### src/hdl/estimator_pkg.sv
package estimator_pkg;

    // Control word layout
    localparam int num_inputs = 2;
    localparam int dsr = 4;
    localparam int word_w = num_inputs * dsr;

    localparam int num_channels = 2;

    // Signed fixed point, Q8.15
    localparam int int_w = 8;
    localparam int frac_w = 15;
    localparam int data_w = 1 + int_w + frac_w;

    localparam int warmup_len = 8;
    localparam int warmup_cnt_w = $clog2(warmup_len + 1);
    localparam int pipe_depth = 4;

    typedef logic signed [data_w-1:0] fxp_t;

    typedef struct packed {
        fxp_t re;
        fxp_t im;
    } cplx_t;

    typedef enum logic [1:0] {
        idle,
        warmup,
        running
    } ctrl_state_t;

    // Per bit weights, added for a one and subtracted for a zero
    localparam fxp_t lut_re [num_channels][word_w] = '{
        '{24'sd3277, -24'sd1638, 24'sd4915, 24'sd819,
          -24'sd2458, 24'sd6554, 24'sd1229, -24'sd3686},
        '{-24'sd2048, 24'sd5734, 24'sd1024, -24'sd4096,
          24'sd2867, 24'sd410, -24'sd1434, 24'sd3072}
    };
    localparam fxp_t lut_im [num_channels][word_w] = '{
        '{24'sd1229, 24'sd2048, -24'sd819, 24'sd3686,
          24'sd614, -24'sd2867, 24'sd4096, 24'sd1638},
        '{24'sd4506, -24'sd1229, 24'sd2458, 24'sd1843,
          -24'sd3277, 24'sd5325, 24'sd205, -24'sd2662}
    };

    // 0.8+0.3j and 0.6-0.5j, both inside the unit circle
    localparam cplx_t rec_factor [num_channels] = '{
        '{re: 24'sd26214, im: 24'sd9830},
        '{re: 24'sd19661, im: -24'sd16384}
    };

    localparam cplx_t weight [num_channels] = '{
        '{re: 24'sd16384, im: 24'sd8192},
        '{re: -24'sd12288, im: 24'sd20480}
    };

    // Full product, floor shift back to the fixed point grid
    function automatic fxp_t fxp_mul(fxp_t a, fxp_t b);
        logic signed [2*data_w-1:0] prod;
        prod = a * b;
        return fxp_t'(prod >>> frac_w);
    endfunction

endpackage

### src/hdl/channel_combine.sv
`timescale 1ns/1ps

module channel_combine (
    input  logic                 clk,
    input  logic                 reset,
    input  estimator_pkg::cplx_t state [estimator_pkg::num_channels],
    output estimator_pkg::fxp_t  result
);
    import estimator_pkg::*;

    fxp_t part_q [num_channels];
    fxp_t part_sum;

    // Stage one, real part of weight * state per channel
    always_ff @(posedge clk) begin
        if (reset) begin
            for (int c = 0; c < num_channels; c++) begin
                part_q[c] <= '0;
            end
        end else begin
            for (int c = 0; c < num_channels; c++) begin
                part_q[c] <= fxp_mul(weight[c].re, state[c].re)
                           - fxp_mul(weight[c].im, state[c].im);
            end
        end
    end

    always_comb begin
        part_sum = '0;
        for (int c = 0; c < num_channels; c++) begin
            part_sum = part_sum + part_q[c];
        end
    end

    // Stage two, wrapped channel sum
    always_ff @(posedge clk) begin
        if (reset) begin
            result <= '0;
        end else begin
            result <= part_sum;
        end
    end

endmodule

### src/hdl/complex_recursion.sv
`timescale 1ns/1ps

module complex_recursion #(
    parameter int channel = 0
) (
    input  logic                 clk,
    input  logic                 reset,
    input  logic                 in_valid,
    input  estimator_pkg::cplx_t in_value,
    output estimator_pkg::cplx_t state
);
    import estimator_pkg::*;

    localparam cplx_t factor = rec_factor[channel];

    fxp_t in_re;
    fxp_t in_im;
    fxp_t prod_re;
    fxp_t prod_im;

    // Zero input while no sample is valid, state keeps decaying
    assign in_re = in_valid ? in_value.re : '0;
    assign in_im = in_valid ? in_value.im : '0;

    // factor * state
    assign prod_re = fxp_mul(factor.re, state.re) - fxp_mul(factor.im, state.im);
    assign prod_im = fxp_mul(factor.re, state.im) + fxp_mul(factor.im, state.re);

    always_ff @(posedge clk) begin
        if (reset) begin
            state <= '0;
        end else begin
            state.re <= in_re + prod_re;
            state.im <= in_im + prod_im;
        end
    end

endmodule

### src/hdl/estimator_ctrl.sv
`timescale 1ns/1ps

module estimator_ctrl (
    input  logic clk,
    input  logic reset,
    input  logic sample_valid,
    output logic lut_valid,
    output logic result_valid
);
    import estimator_pkg::*;

    ctrl_state_t state_q;
    logic [warmup_cnt_w-1:0] accept_count;
    logic [pipe_depth-1:0] valid_pipe;
    logic [pipe_depth-1:0] run_pipe;

    // Warm-up counter, saturates once running
    always_ff @(posedge clk) begin
        if (reset) begin
            state_q <= idle;
            accept_count <= '0;
        end else if (sample_valid && state_q != running) begin
            accept_count <= accept_count + 1'b1;
            if (accept_count == warmup_cnt_w'(warmup_len - 1)) begin
                state_q <= running;
            end else begin
                state_q <= warmup;
            end
        end
    end

    // Strobe and the running flag seen by each sample travel side by side
    always_ff @(posedge clk) begin
        if (reset) begin
            valid_pipe <= '0;
            run_pipe <= '0;
        end else begin
            valid_pipe <= {valid_pipe[pipe_depth-2:0], sample_valid};
            run_pipe <= {run_pipe[pipe_depth-2:0], state_q == running};
        end
    end

    // First stage lines up with the LUT register
    assign lut_valid = valid_pipe[0];
    assign result_valid = valid_pipe[pipe_depth-1] & run_pipe[pipe_depth-1];

endmodule

### src/hdl/lookback_estimator.sv
`timescale 1ns/1ps

module lookback_estimator (
    input  logic                             clk,
    input  logic                             reset,
    input  logic [estimator_pkg::word_w-1:0] sample,
    input  logic                             sample_valid,
    output estimator_pkg::fxp_t              result,
    output logic                             result_valid
);
    import estimator_pkg::*;

    cplx_t lut_out [num_channels];
    cplx_t state [num_channels];
    logic lut_valid;

    estimator_ctrl u_ctrl (
        .clk          (clk),
        .reset        (reset),
        .sample_valid (sample_valid),
        .lut_valid    (lut_valid),
        .result_valid (result_valid)
    );

    for (genvar i = 0; i < num_channels; i++) begin : g_channel
        sample_lut #(
            .channel (i)
        ) u_lut (
            .clk     (clk),
            .reset   (reset),
            .sample  (sample),
            .lut_out (lut_out[i])
        );

        complex_recursion #(
            .channel (i)
        ) u_rec (
            .clk      (clk),
            .reset    (reset),
            .in_valid (lut_valid),
            .in_value (lut_out[i]),
            .state    (state[i])
        );
    end

    channel_combine u_combine (
        .clk    (clk),
        .reset  (reset),
        .state  (state),
        .result (result)
    );

endmodule

### src/hdl/sample_lut.sv
`timescale 1ns/1ps

module sample_lut #(
    parameter int channel = 0
) (
    input  logic                             clk,
    input  logic                             reset,
    input  logic [estimator_pkg::word_w-1:0] sample,
    output estimator_pkg::cplx_t             lut_out
);
    import estimator_pkg::*;

    fxp_t sum_re;
    fxp_t sum_im;

    // Signed table sum over every comparator bit of the word
    always_comb begin
        sum_re = '0;
        sum_im = '0;
        for (int b = 0; b < word_w; b++) begin
            if (sample[b]) begin
                sum_re = sum_re + lut_re[channel][b];
                sum_im = sum_im + lut_im[channel][b];
            end else begin
                sum_re = sum_re - lut_re[channel][b];
                sum_im = sum_im - lut_im[channel][b];
            end
        end
    end

    always_ff @(posedge clk) begin
        if (reset) begin
            lut_out <= '0;
        end else begin
            lut_out.re <= sum_re;
            lut_out.im <= sum_im;
        end
    end

endmodule

### config.mk
export PLATFORM = sky130hd
export DESIGN_NAME = lookback_estimator
export DESIGN_NICKNAME = d
export VERILOG_FILES = /design/src/hdl/estimator_pkg.sv /design/src/hdl/channel_combine.sv /design/src/hdl/complex_recursion.sv /design/src/hdl/estimator_ctrl.sv /design/src/hdl/lookback_estimator.sv /design/src/hdl/sample_lut.sv
export SDC_FILE = /design/constraint.sdc
export NUM_CORES = 2
export LEC_CHECK = 0
export BUFFER_PORTS_ARGS = -buffer_cell sky130_fd_sc_hd__buf_2
export CAP_MARGIN = 40
export CELL_PAD_IN_SITES_DETAIL_PLACEMENT = 1
export CELL_PAD_IN_SITES_GLOBAL_PLACEMENT = 2
export CORE_MARGIN = 10
export CORE_UTILIZATION = 46
export DETAILED_ROUTE_END_ITERATION = 10
export GPL_TIMING_DRIVEN = 1
export PLACE_DENSITY_LB_ADDON = 0.3
export SLEW_MARGIN = 20
export SYNTH_ARGS = -nofsm -noshare
export SYNTH_HDL_FRONTEND = slang
export SYNTH_SLANG_ARGS = --single-unit
### constraint.sdc
create_clock -name clk -period 17.7 [get_ports clk]
set_clock_uncertainty 0.05 [all_clocks]
set_input_delay 0.885 -clock clk [delete_from_list [all_inputs] [get_ports clk]]
set_output_delay 0.885 -clock clk [all_outputs]
set_load 0.005 [all_outputs]
Word level (Yosys, flattened, before mapping)
Memory sizes are Yosys's and may differ from the RTL's.
Cells that the tools add are included.
{"block": "totals", "latchBits": 0, "input_bits": 11, "regBits": 230, "memories": 1, "mem_bits_rw": 48, "rom_bits": 0}
{"block": "classes", "n_eq_ne": 3, "shifts": 0, "bitwise_logic": 3, "add_sub_neg": 70, "multipliers": 8, "reduce_logical": 1, "div": 0, "order_cmp": 0, "n_mux": 42}
{"name": "u_combine.part_q", "words": 2, "word_bits": 24, "read_ports": 2, "rd_ports_with_merged_regs": 0, "write_ports": 2, "line_no": "channel_combine.sv:11", "rtl": "fxp_t part_q [num_channels];"}
{"op": "$mux W24", "n": 38}
{"op": "$add A24 B13 Y24 const B", "n": 11}
{"op": "$sub A24 B13 Y24 const B", "n": 11}
{"op": "$add A24 B12 Y24 const B", "n": 7}
{"op": "$add A24 B24 Y24", "n": 7}
{"op": "$sub A24 B12 Y24 const B", "n": 7}
{"op": "$add A24 B14 Y24 const B", "n": 5}
{"op": "$sub A24 B14 Y24 const B", "n": 5}
{"op": "$mul A16 B24 Y39 const A", "n": 2}
{"op": "$mul A14 B24 Y38 const A", "n": 2}
{"op": "$mul A15 B24 Y38 const A", "n": 2}
{"op": "$add A24 B11 Y24 const B", "n": 3}
{"op": "$sub A24 B11 Y24 const B", "n": 3}
{"op": "$sub A24 B24 Y24", "n": 3}
{"op": "$neg A24 Y25", "n": 2}
{"op": "$mul A3 B24 Y27 const A", "n": 1}
{"op": "$mul A4 B24 Y27 const A", "n": 1}
{"op": "$add A24 B10 Y24 const B", "n": 1}
{"op": "$add A24 B9 Y24 const B", "n": 1}
{"op": "$sub A23 B22 Y24", "n": 1}
{"op": "$sub A24 B10 Y24 const B", "n": 1}
{"op": "$sub A24 B9 Y24 const B", "n": 1}
{"op": "$add A4 B1 Y4 const B", "n": 1}
{"op": "$eq A4 B3 Y1 const B", "n": 1}
{"op": "7 further kinds", "n": 10}

Depth between registers and ports, before layout
{"block": "logic_depth", "ltp_word": 15, "ltp_mapped": 47, "mapped_depth_nobuf": 47}

Modules after synthesis
A second synthesis with hierarchy kept.
{"block": "unflattened", "hier_cells": 8748, "hier_area_um2": 75651.3}
{"module": "complex_recursion at g_channel[0].u_rec", "cells_per_inst": 2805, "area_each_um2": 26564.2, "seq_area_each_um2": 960.9, "instances": 1}
{"module": "complex_recursion at g_channel[1].u_rec", "cells_per_inst": 2096, "area_each_um2": 18988.2, "seq_area_each_um2": 960.9, "instances": 1}
{"module": "sample_lut at g_channel[0].u_lut", "cells_per_inst": 1443, "area_each_um2": 10930.5, "seq_area_each_um2": 940.9, "instances": 1}
{"module": "sample_lut at g_channel[1].u_lut", "cells_per_inst": 1354, "area_each_um2": 10416.2, "seq_area_each_um2": 940.9, "instances": 1}
{"module": "channel_combine", "cells_per_inst": 1002, "area_each_um2": 8259.2, "seq_area_each_um2": 1441.4, "instances": 1}
{"module": "estimator_ctrl", "cells_per_inst": 48, "area_each_um2": 493.0, "seq_area_each_um2": 280.3, "instances": 1}

Least setup slack after synthesis
OpenSTA, ideal clock, no wires.
{"block": "synth_timing", "kind": "input to register", "start": "input port sample[1] (netlist name)", "end": "register g_channel[0].u_lut.lut_out[47] (netlist name)", "required_ns": 17.585, "setup_time_ns": 0.065, "path_buffers": 1, "stages": 42, "arrival_ns": 8.734, "path_slack_ns": 8.851, "cell_sequence": "inv_1 -> ha_1 -> or2_2 -> ha_1 -> clkbuf_1 -> xor2_1 -> ha_1 -> a21o_1 -> a21oi_1 -> o21bai_1 -> a21oi_1 -> nor2b_1 -> nor2_1 -> o21bai_1 -> xor2_1 -> ha_1 -> a21o_1 -> a21oi_1 -> [... 6 more ...] -> a21oi_1 -> nor2b_1 -> nor2_1 -> xnor2_1 -> ha_1 -> o21a_1 -> o21ai_0 -> a21o_1 -> o31ai_1 -> o41a_1 -> a21o_1 -> a21oi_1 -> xnor2_1 -> ha_1 -> o41ai_1 -> xnor2_1 -> xnor3_1 -> nor2_1"}
{"block": "synth_between", "elab_chain_len": 13, "elab_cells_between_ends": 19, "cone_classes": "add/sub (12); mux (7)"}
{"element": "start: declaration", "line_no": "lookback_estimator.sv:6", "rtl": "input logic [estimator_pkg::word_w-1:0] sample,"}
{"element": "$mux W24 *", "line_no": "sample_lut.sv:21", "rtl": "if (sample[b]) begin"}
{"element": "$sub A24 B14 Y24 or $add A24 B14 Y24 (tied branches)", "line_no": "sample_lut.sv:25, sample_lut.sv:22"}
{"element": "$mux W24 *", "line_no": "sample_lut.sv:21"}
{"element": "$sub A24 B11 Y24 or $add A24 B11 Y24 (tied branches)", "line_no": "sample_lut.sv:25, sample_lut.sv:22"}
{"element": "$mux W24 *", "line_no": "sample_lut.sv:21"}
{"element": "$sub A24 B13 Y24 or $add A24 B13 Y24 (tied branches)", "line_no": "sample_lut.sv:25, sample_lut.sv:22"}
{"element": "$mux W24 *", "line_no": "sample_lut.sv:21"}
{"element": "$sub A24 B14 Y24 or $add A24 B14 Y24 (tied branches)", "line_no": "sample_lut.sv:25, sample_lut.sv:22"}
{"element": "$mux W24 *", "line_no": "sample_lut.sv:21"}
{"element": "$sub A24 B12 Y24 or $add A24 B12 Y24 (tied branches)", "line_no": "sample_lut.sv:25, sample_lut.sv:22"}
{"element": "$mux W24 *", "line_no": "sample_lut.sv:21"}
{"element": "$sub A24 B13 Y24 or $add A24 B13 Y24 (tied branches)", "line_no": "sample_lut.sv:25, sample_lut.sv:22"}
{"element": "$mux W24 *", "line_no": "sample_lut.sv:21"}
Mark *: on every way between the ends. The rest lies on a longest branch, timed or not.
A chain may end at the register's enable or synchronous reset.

Worst setup path in the final report
{"block": "layout_timing", "start": "input port sample[1] (netlist name)", "end": "register g_channel[0].u_lut.lut_out[47] (netlist name)"}
{"block": "layout_between", "elab_chain_len": 13, "elab_cells_between_ends": 19, "cone_classes": "add/sub (12); mux (7)"}
{"element": "$mux W24 *", "line_no": "sample_lut.sv:21"}
{"element": "$sub A24 B14 Y24 or $add A24 B14 Y24 (tied branches)", "line_no": "sample_lut.sv:25, sample_lut.sv:22"}
{"element": "$mux W24 *", "line_no": "sample_lut.sv:21"}
{"element": "$sub A24 B11 Y24 or $add A24 B11 Y24 (tied branches)", "line_no": "sample_lut.sv:25, sample_lut.sv:22"}
{"element": "$mux W24 *", "line_no": "sample_lut.sv:21"}
{"element": "$sub A24 B13 Y24 or $add A24 B13 Y24 (tied branches)", "line_no": "sample_lut.sv:25, sample_lut.sv:22"}
{"element": "$mux W24 *", "line_no": "sample_lut.sv:21"}
{"element": "$sub A24 B14 Y24 or $add A24 B14 Y24 (tied branches)", "line_no": "sample_lut.sv:25, sample_lut.sv:22"}
{"element": "$mux W24 *", "line_no": "sample_lut.sv:21"}
{"element": "$sub A24 B12 Y24 or $add A24 B12 Y24 (tied branches)", "line_no": "sample_lut.sv:25, sample_lut.sv:22"}
{"element": "$mux W24 *", "line_no": "sample_lut.sv:21"}
{"element": "$sub A24 B13 Y24 or $add A24 B13 Y24 (tied branches)", "line_no": "sample_lut.sv:25, sample_lut.sv:22"}
{"element": "$mux W24 *", "line_no": "sample_lut.sv:21"}
Marked as above.

==> summary.txt <==
CTS
  – CTS root buffer: sky130_fd_sc_hd__clkbuf_16
  – Maximum count of clock buffers along a single path: 3
  – Sink Count: about 280
  – Number of clock buffers inserted by TritonCTS: 41
  – Clock latency on the worst-skew pair: between 0.6 and 0.7 ns
  – Number of buffers added to fix hold violations after cts: 0
  – TritonCTS clock tree: built
  – Number of gates resized after CTS: 0
  – Clock-pin slew on the worst setup and hold paths: approximately 0.050 ns
  – Total number of H-tree levels: 2
  – # Post-CTS Setup Buffers: 0

Setup path
  – Critical Path Slowest Stage Cell: sky130_fd_sc_hd__ha_1
  – Reg2Reg Capture Point: g_channel[1].u_rec.state[23]
  – Launching element type of the critical path: input port
  – Reg2Reg Launch Point: g_channel[1].u_rec.state[9]
  – Critical Path Source: sample[1]
  – Cell count of the worst reg-to-reg path: 37
  – Endpoint class of the critical path: flop
  – Most prevalent standard cell on the critical path: sky130_fd_sc_hd__ha_1
  – Critical path class: input port to flop
  – Endpoint of the worst setup timing path: g_channel[0].u_lut.lut_out[47]
  – R2R setup slack: roughly 7.7 ns
  – Critical path fanouts, max: 15
  – Crit path DAT: about 11 ns
  – Max stage delay on crit path: about 0.48 ns
  – Required time of the critical path: 18.19 ns

Logic synthesis
  – Net count of the mapped netlist: between 10000 and 15000
  – Flop and latch count out of synthesis: 275
  – Count of cell types in the netlist: ~80
  – Async S/R FF share, synth: 0%
  – Seq/Total Area, Yosys: 7.67%
  – Post-Synthesis Cell Area: 71800 sq um
  – Number of enable flip-flop cells after synthesis: 0
  – Synth Flop Type: sky130_fd_sc_hd__dfxtp_1
  – Post-synthesis cell count: between 8000 and 9000
  – Syn Area/Cell: just under 9 sq um
  – Count of synthesis-stage warnings from yosys: 0

Final layout
  – Post-layout net count: ~11000
  – Number of fillers in the final layout: 18243
  – Highest-count cells in the layout ignoring fill and taps: sky130_fd_sc_hd__inv_1 (1593), sky130_fd_sc_hd__ha_1 (1476), sky130_fd_sc_hd__fa_1 (895), sky130_fd_sc_hd__nor2_1 (594), sky130_fd_sc_hd__xnor2_1 (463)
  – Most common cell after layout, fill and taps aside: sky130_fd_sc_hd__inv_1
  – Layout Area Growth over Synthesis: 5.93%
  – Share of final-layout standard cells stronger than drive strength 1: 2.55%
  – Cell Count, Final, Fillers Out: a little over 10000

Floorplanning
  – Die Width: 415 um
  – Site row count: about 140
  – Overall die area: approximately 170000 sq um
  – Initial Utilization: a little under half
  – Core footprint: between 150000 and 200000 sq um
  – Number of primary I/O pins: 36
  – Chip height: slightly above 400 um

Detailed routing
  – DRC errors left: 0
  – Pre-antenna DRT Iters: 5
  – Post-Route WL: between 200000 and 250000 um
  – Per-cell routed wire length: 19.5 um
  – Vias after detailed routing: roughly 55000
  – Violation count after the first detailed-route iteration: roughly 2400
  – Per-cell via count in the routed design: around 5.4
  – Post-DRT Antenna Nets: 0

Hold path
  – Tightest Hold Check Type: flop to flop

Global route
  – Via count of the first global-routing pass: between 50000 and 60000
  – Gr ovfl total: 0
  – Largest net degree at the start of global routing: 96
  – Initial antenna violation count: 4
  – First-pass GRT wire length: around 330000 um
  – GRT Resource Usage Total: a little under a quarter

Flow run
  – Number of max-cap violations: 0

Place
  – # port buffers: 35
  – GPL Wtd Cong: 0.918
  – HPWL after detailed placement: between 150000 and 200000 um
  – Post-Place Cells: 10235

Run status
  – Run status: finished, final reports clean

STA
  – Min Tclk post-route: ~10 ns
  – Unrepaired setup endpoints after global routing: false
  – Fmax achieved: 98.4 MHz
  – Crit share post-route: between 50% and 60%
  – Final-layout setup total negative slack: 0 ns
  – Setup-violating endpoint count in the final report: 0
  – Normalized max-slew margin: 38.7%
  – Number of hold violations in the final report: 0
  – Pin slew with the least headroom to its limit: 0.913 ns
  – Count of final max-slew check failures: 0
layout make-up:
type,count,area [sq um],area share [%]
multi-input combinational,6246,60000,78.9
inverter,1599,6000,7.89
sequential,275,5510,7.25
tap,2044,2560,3.36
clock buffer,55,1180,1.55
timing repair buffer,74,483,0.635
clock inverter,19,272,0.357
antenna,2,5.00,0.00658
routing by layer:
metal / up-vias / share of wire [%] / track usage [%]
li1: 26993 / - / -
met5: - / 0 / 0
met3: 181 / 3.0 / 2.07
met1: 27444 / 48 / 32.5
met4: 0 / 2.0 / 4.26
met2: 619 / 47 / 39.5
synthesized netlist by cell type (all sizes together) (10+ instances only):
cell type | count | area [sq um]
a211oi | 33 | 248
nor4 | 12 | 75.1
nand2 | 309 | 1160
a41oi | 18 | 158
nand4 | 25 | 156
dfxtp | 275 | 5510
nor3 | 177 | 886
and4 | 10 | 90.1
clkbuf | 55 | 206
a21o | 156 | 1170
and3 | 62 | 388
xor2 | 223 | 1950
a311oi | 11 | 96.3
o41ai | 14 | 123
fa | 895 | 17900
a2111oi | 12 | 111
nor2 | 594 | 2230
xnor2 | 463 | 4060
or2 | 47 | 294
o31a | 10 | 87.6
o211ai | 22 | 165
a21boi | 53 | 398
nand2b | 97 | 607
ha | 1476 | 18500
o21ai | 330 | 1650
nand3 | 110 | 551
and2 | 80 | 500
o21a | 109 | 818
o31ai | 21 | 158
inv | 1598 | 6000
nor2b | 129 | 807
a31o | 12 | 105
a21oi | 444 | 2220
a31oi | 41 | 263
buf | 11 | 43.8
o21bai | 67 | 503
mux2i | 12 | 120
a211o | 18 | 158
or3 | 43 | 269
worst min-delay path by stage:
stage | start | to | slack, ns | cells after the start
final | u_ctrl.valid_pipe[1] | u_ctrl.valid_pipe[2] | 0.39 | 1
after global routing | u_ctrl.valid_pipe[2] | u_ctrl.valid_pipe[3] | 0.41 | 1
after CTS | u_ctrl.valid_pipe[1] | u_ctrl.valid_pipe[2] | 0.40 | 1
after detailed placement | u_ctrl.run_pipe[0] | u_ctrl.run_pipe[1] | 0.38 | 1
after global placement | u_ctrl.run_pipe[2] | u_ctrl.run_pipe[3] | 0.37 | 1
after floorplan | u_ctrl.run_pipe[0] | u_ctrl.run_pipe[1] | 0.36 | 1
critical path: cells and delay by family:
| family | cells | cell delay [ns] |
|---|---|---|
| simple gates | 11 | 1.80 |
| buf+inv | 2 | 0.65 |
| xor+xnor | 5 | 0.92 |
| fa+ha+maj | 7 | 2.32 |
| compound gates | 18 | 4.05 |
state kept, by name, summed over array words and instances, names as in the netlist:
signal                   count
u_ctrl.run_pipe              4
u_ctrl.state_q               2
g_channel.u_lut.lut_out     93
u_ctrl.valid_pipe            4
u_combine.part_q            48
u_ctrl.accept_count          4
g_channel.u_rec.state       96
u_combine.result            24
metrics by stage:
stage / util [%] / cell area, sq um / worst slack (ns) / hold slack, ns
after floorplan: - / 71800 / 8.85 / 0.364
after global placement: 48.2 / 74500 / 7.12 / 0.367
after detailed placement: 48.2 / 74500 / 6.75 / 0.383
after CTS: 49.2 / 76000 / 7.36 / 0.398
after global routing: 49.2 / 76000 / 6.56 / 0.409
final: 49.2 / 76000 / 7.54 / 0.391
cell families (layout without fill, tap and decap cells):
| group | after synthesis | in the layout | share of synthesized area, % |
|---|---|---|---|
| AOI/OAI and AO/OA | 1449 | 1449 | 12.8 |
| muxes | 13 | 13 | 0.183 |
| DFF | 275 | 275 | 7.67 |
| xor gates and xnor gates | 689 | 689 | 8.47 |
| adders and majority gates | 2371 | 2371 | 50.7 |
| other | 0 | 2 | 0 |
| and+or+nand+nor | 1724 | 1724 | 11.5 |
| buffers and inverters | 1665 | 1747 | 8.71 |
Power is left out: the tool's default activity adds up to more than one toggle a clock period on the data nets, which glitch-free logic cannot reach.
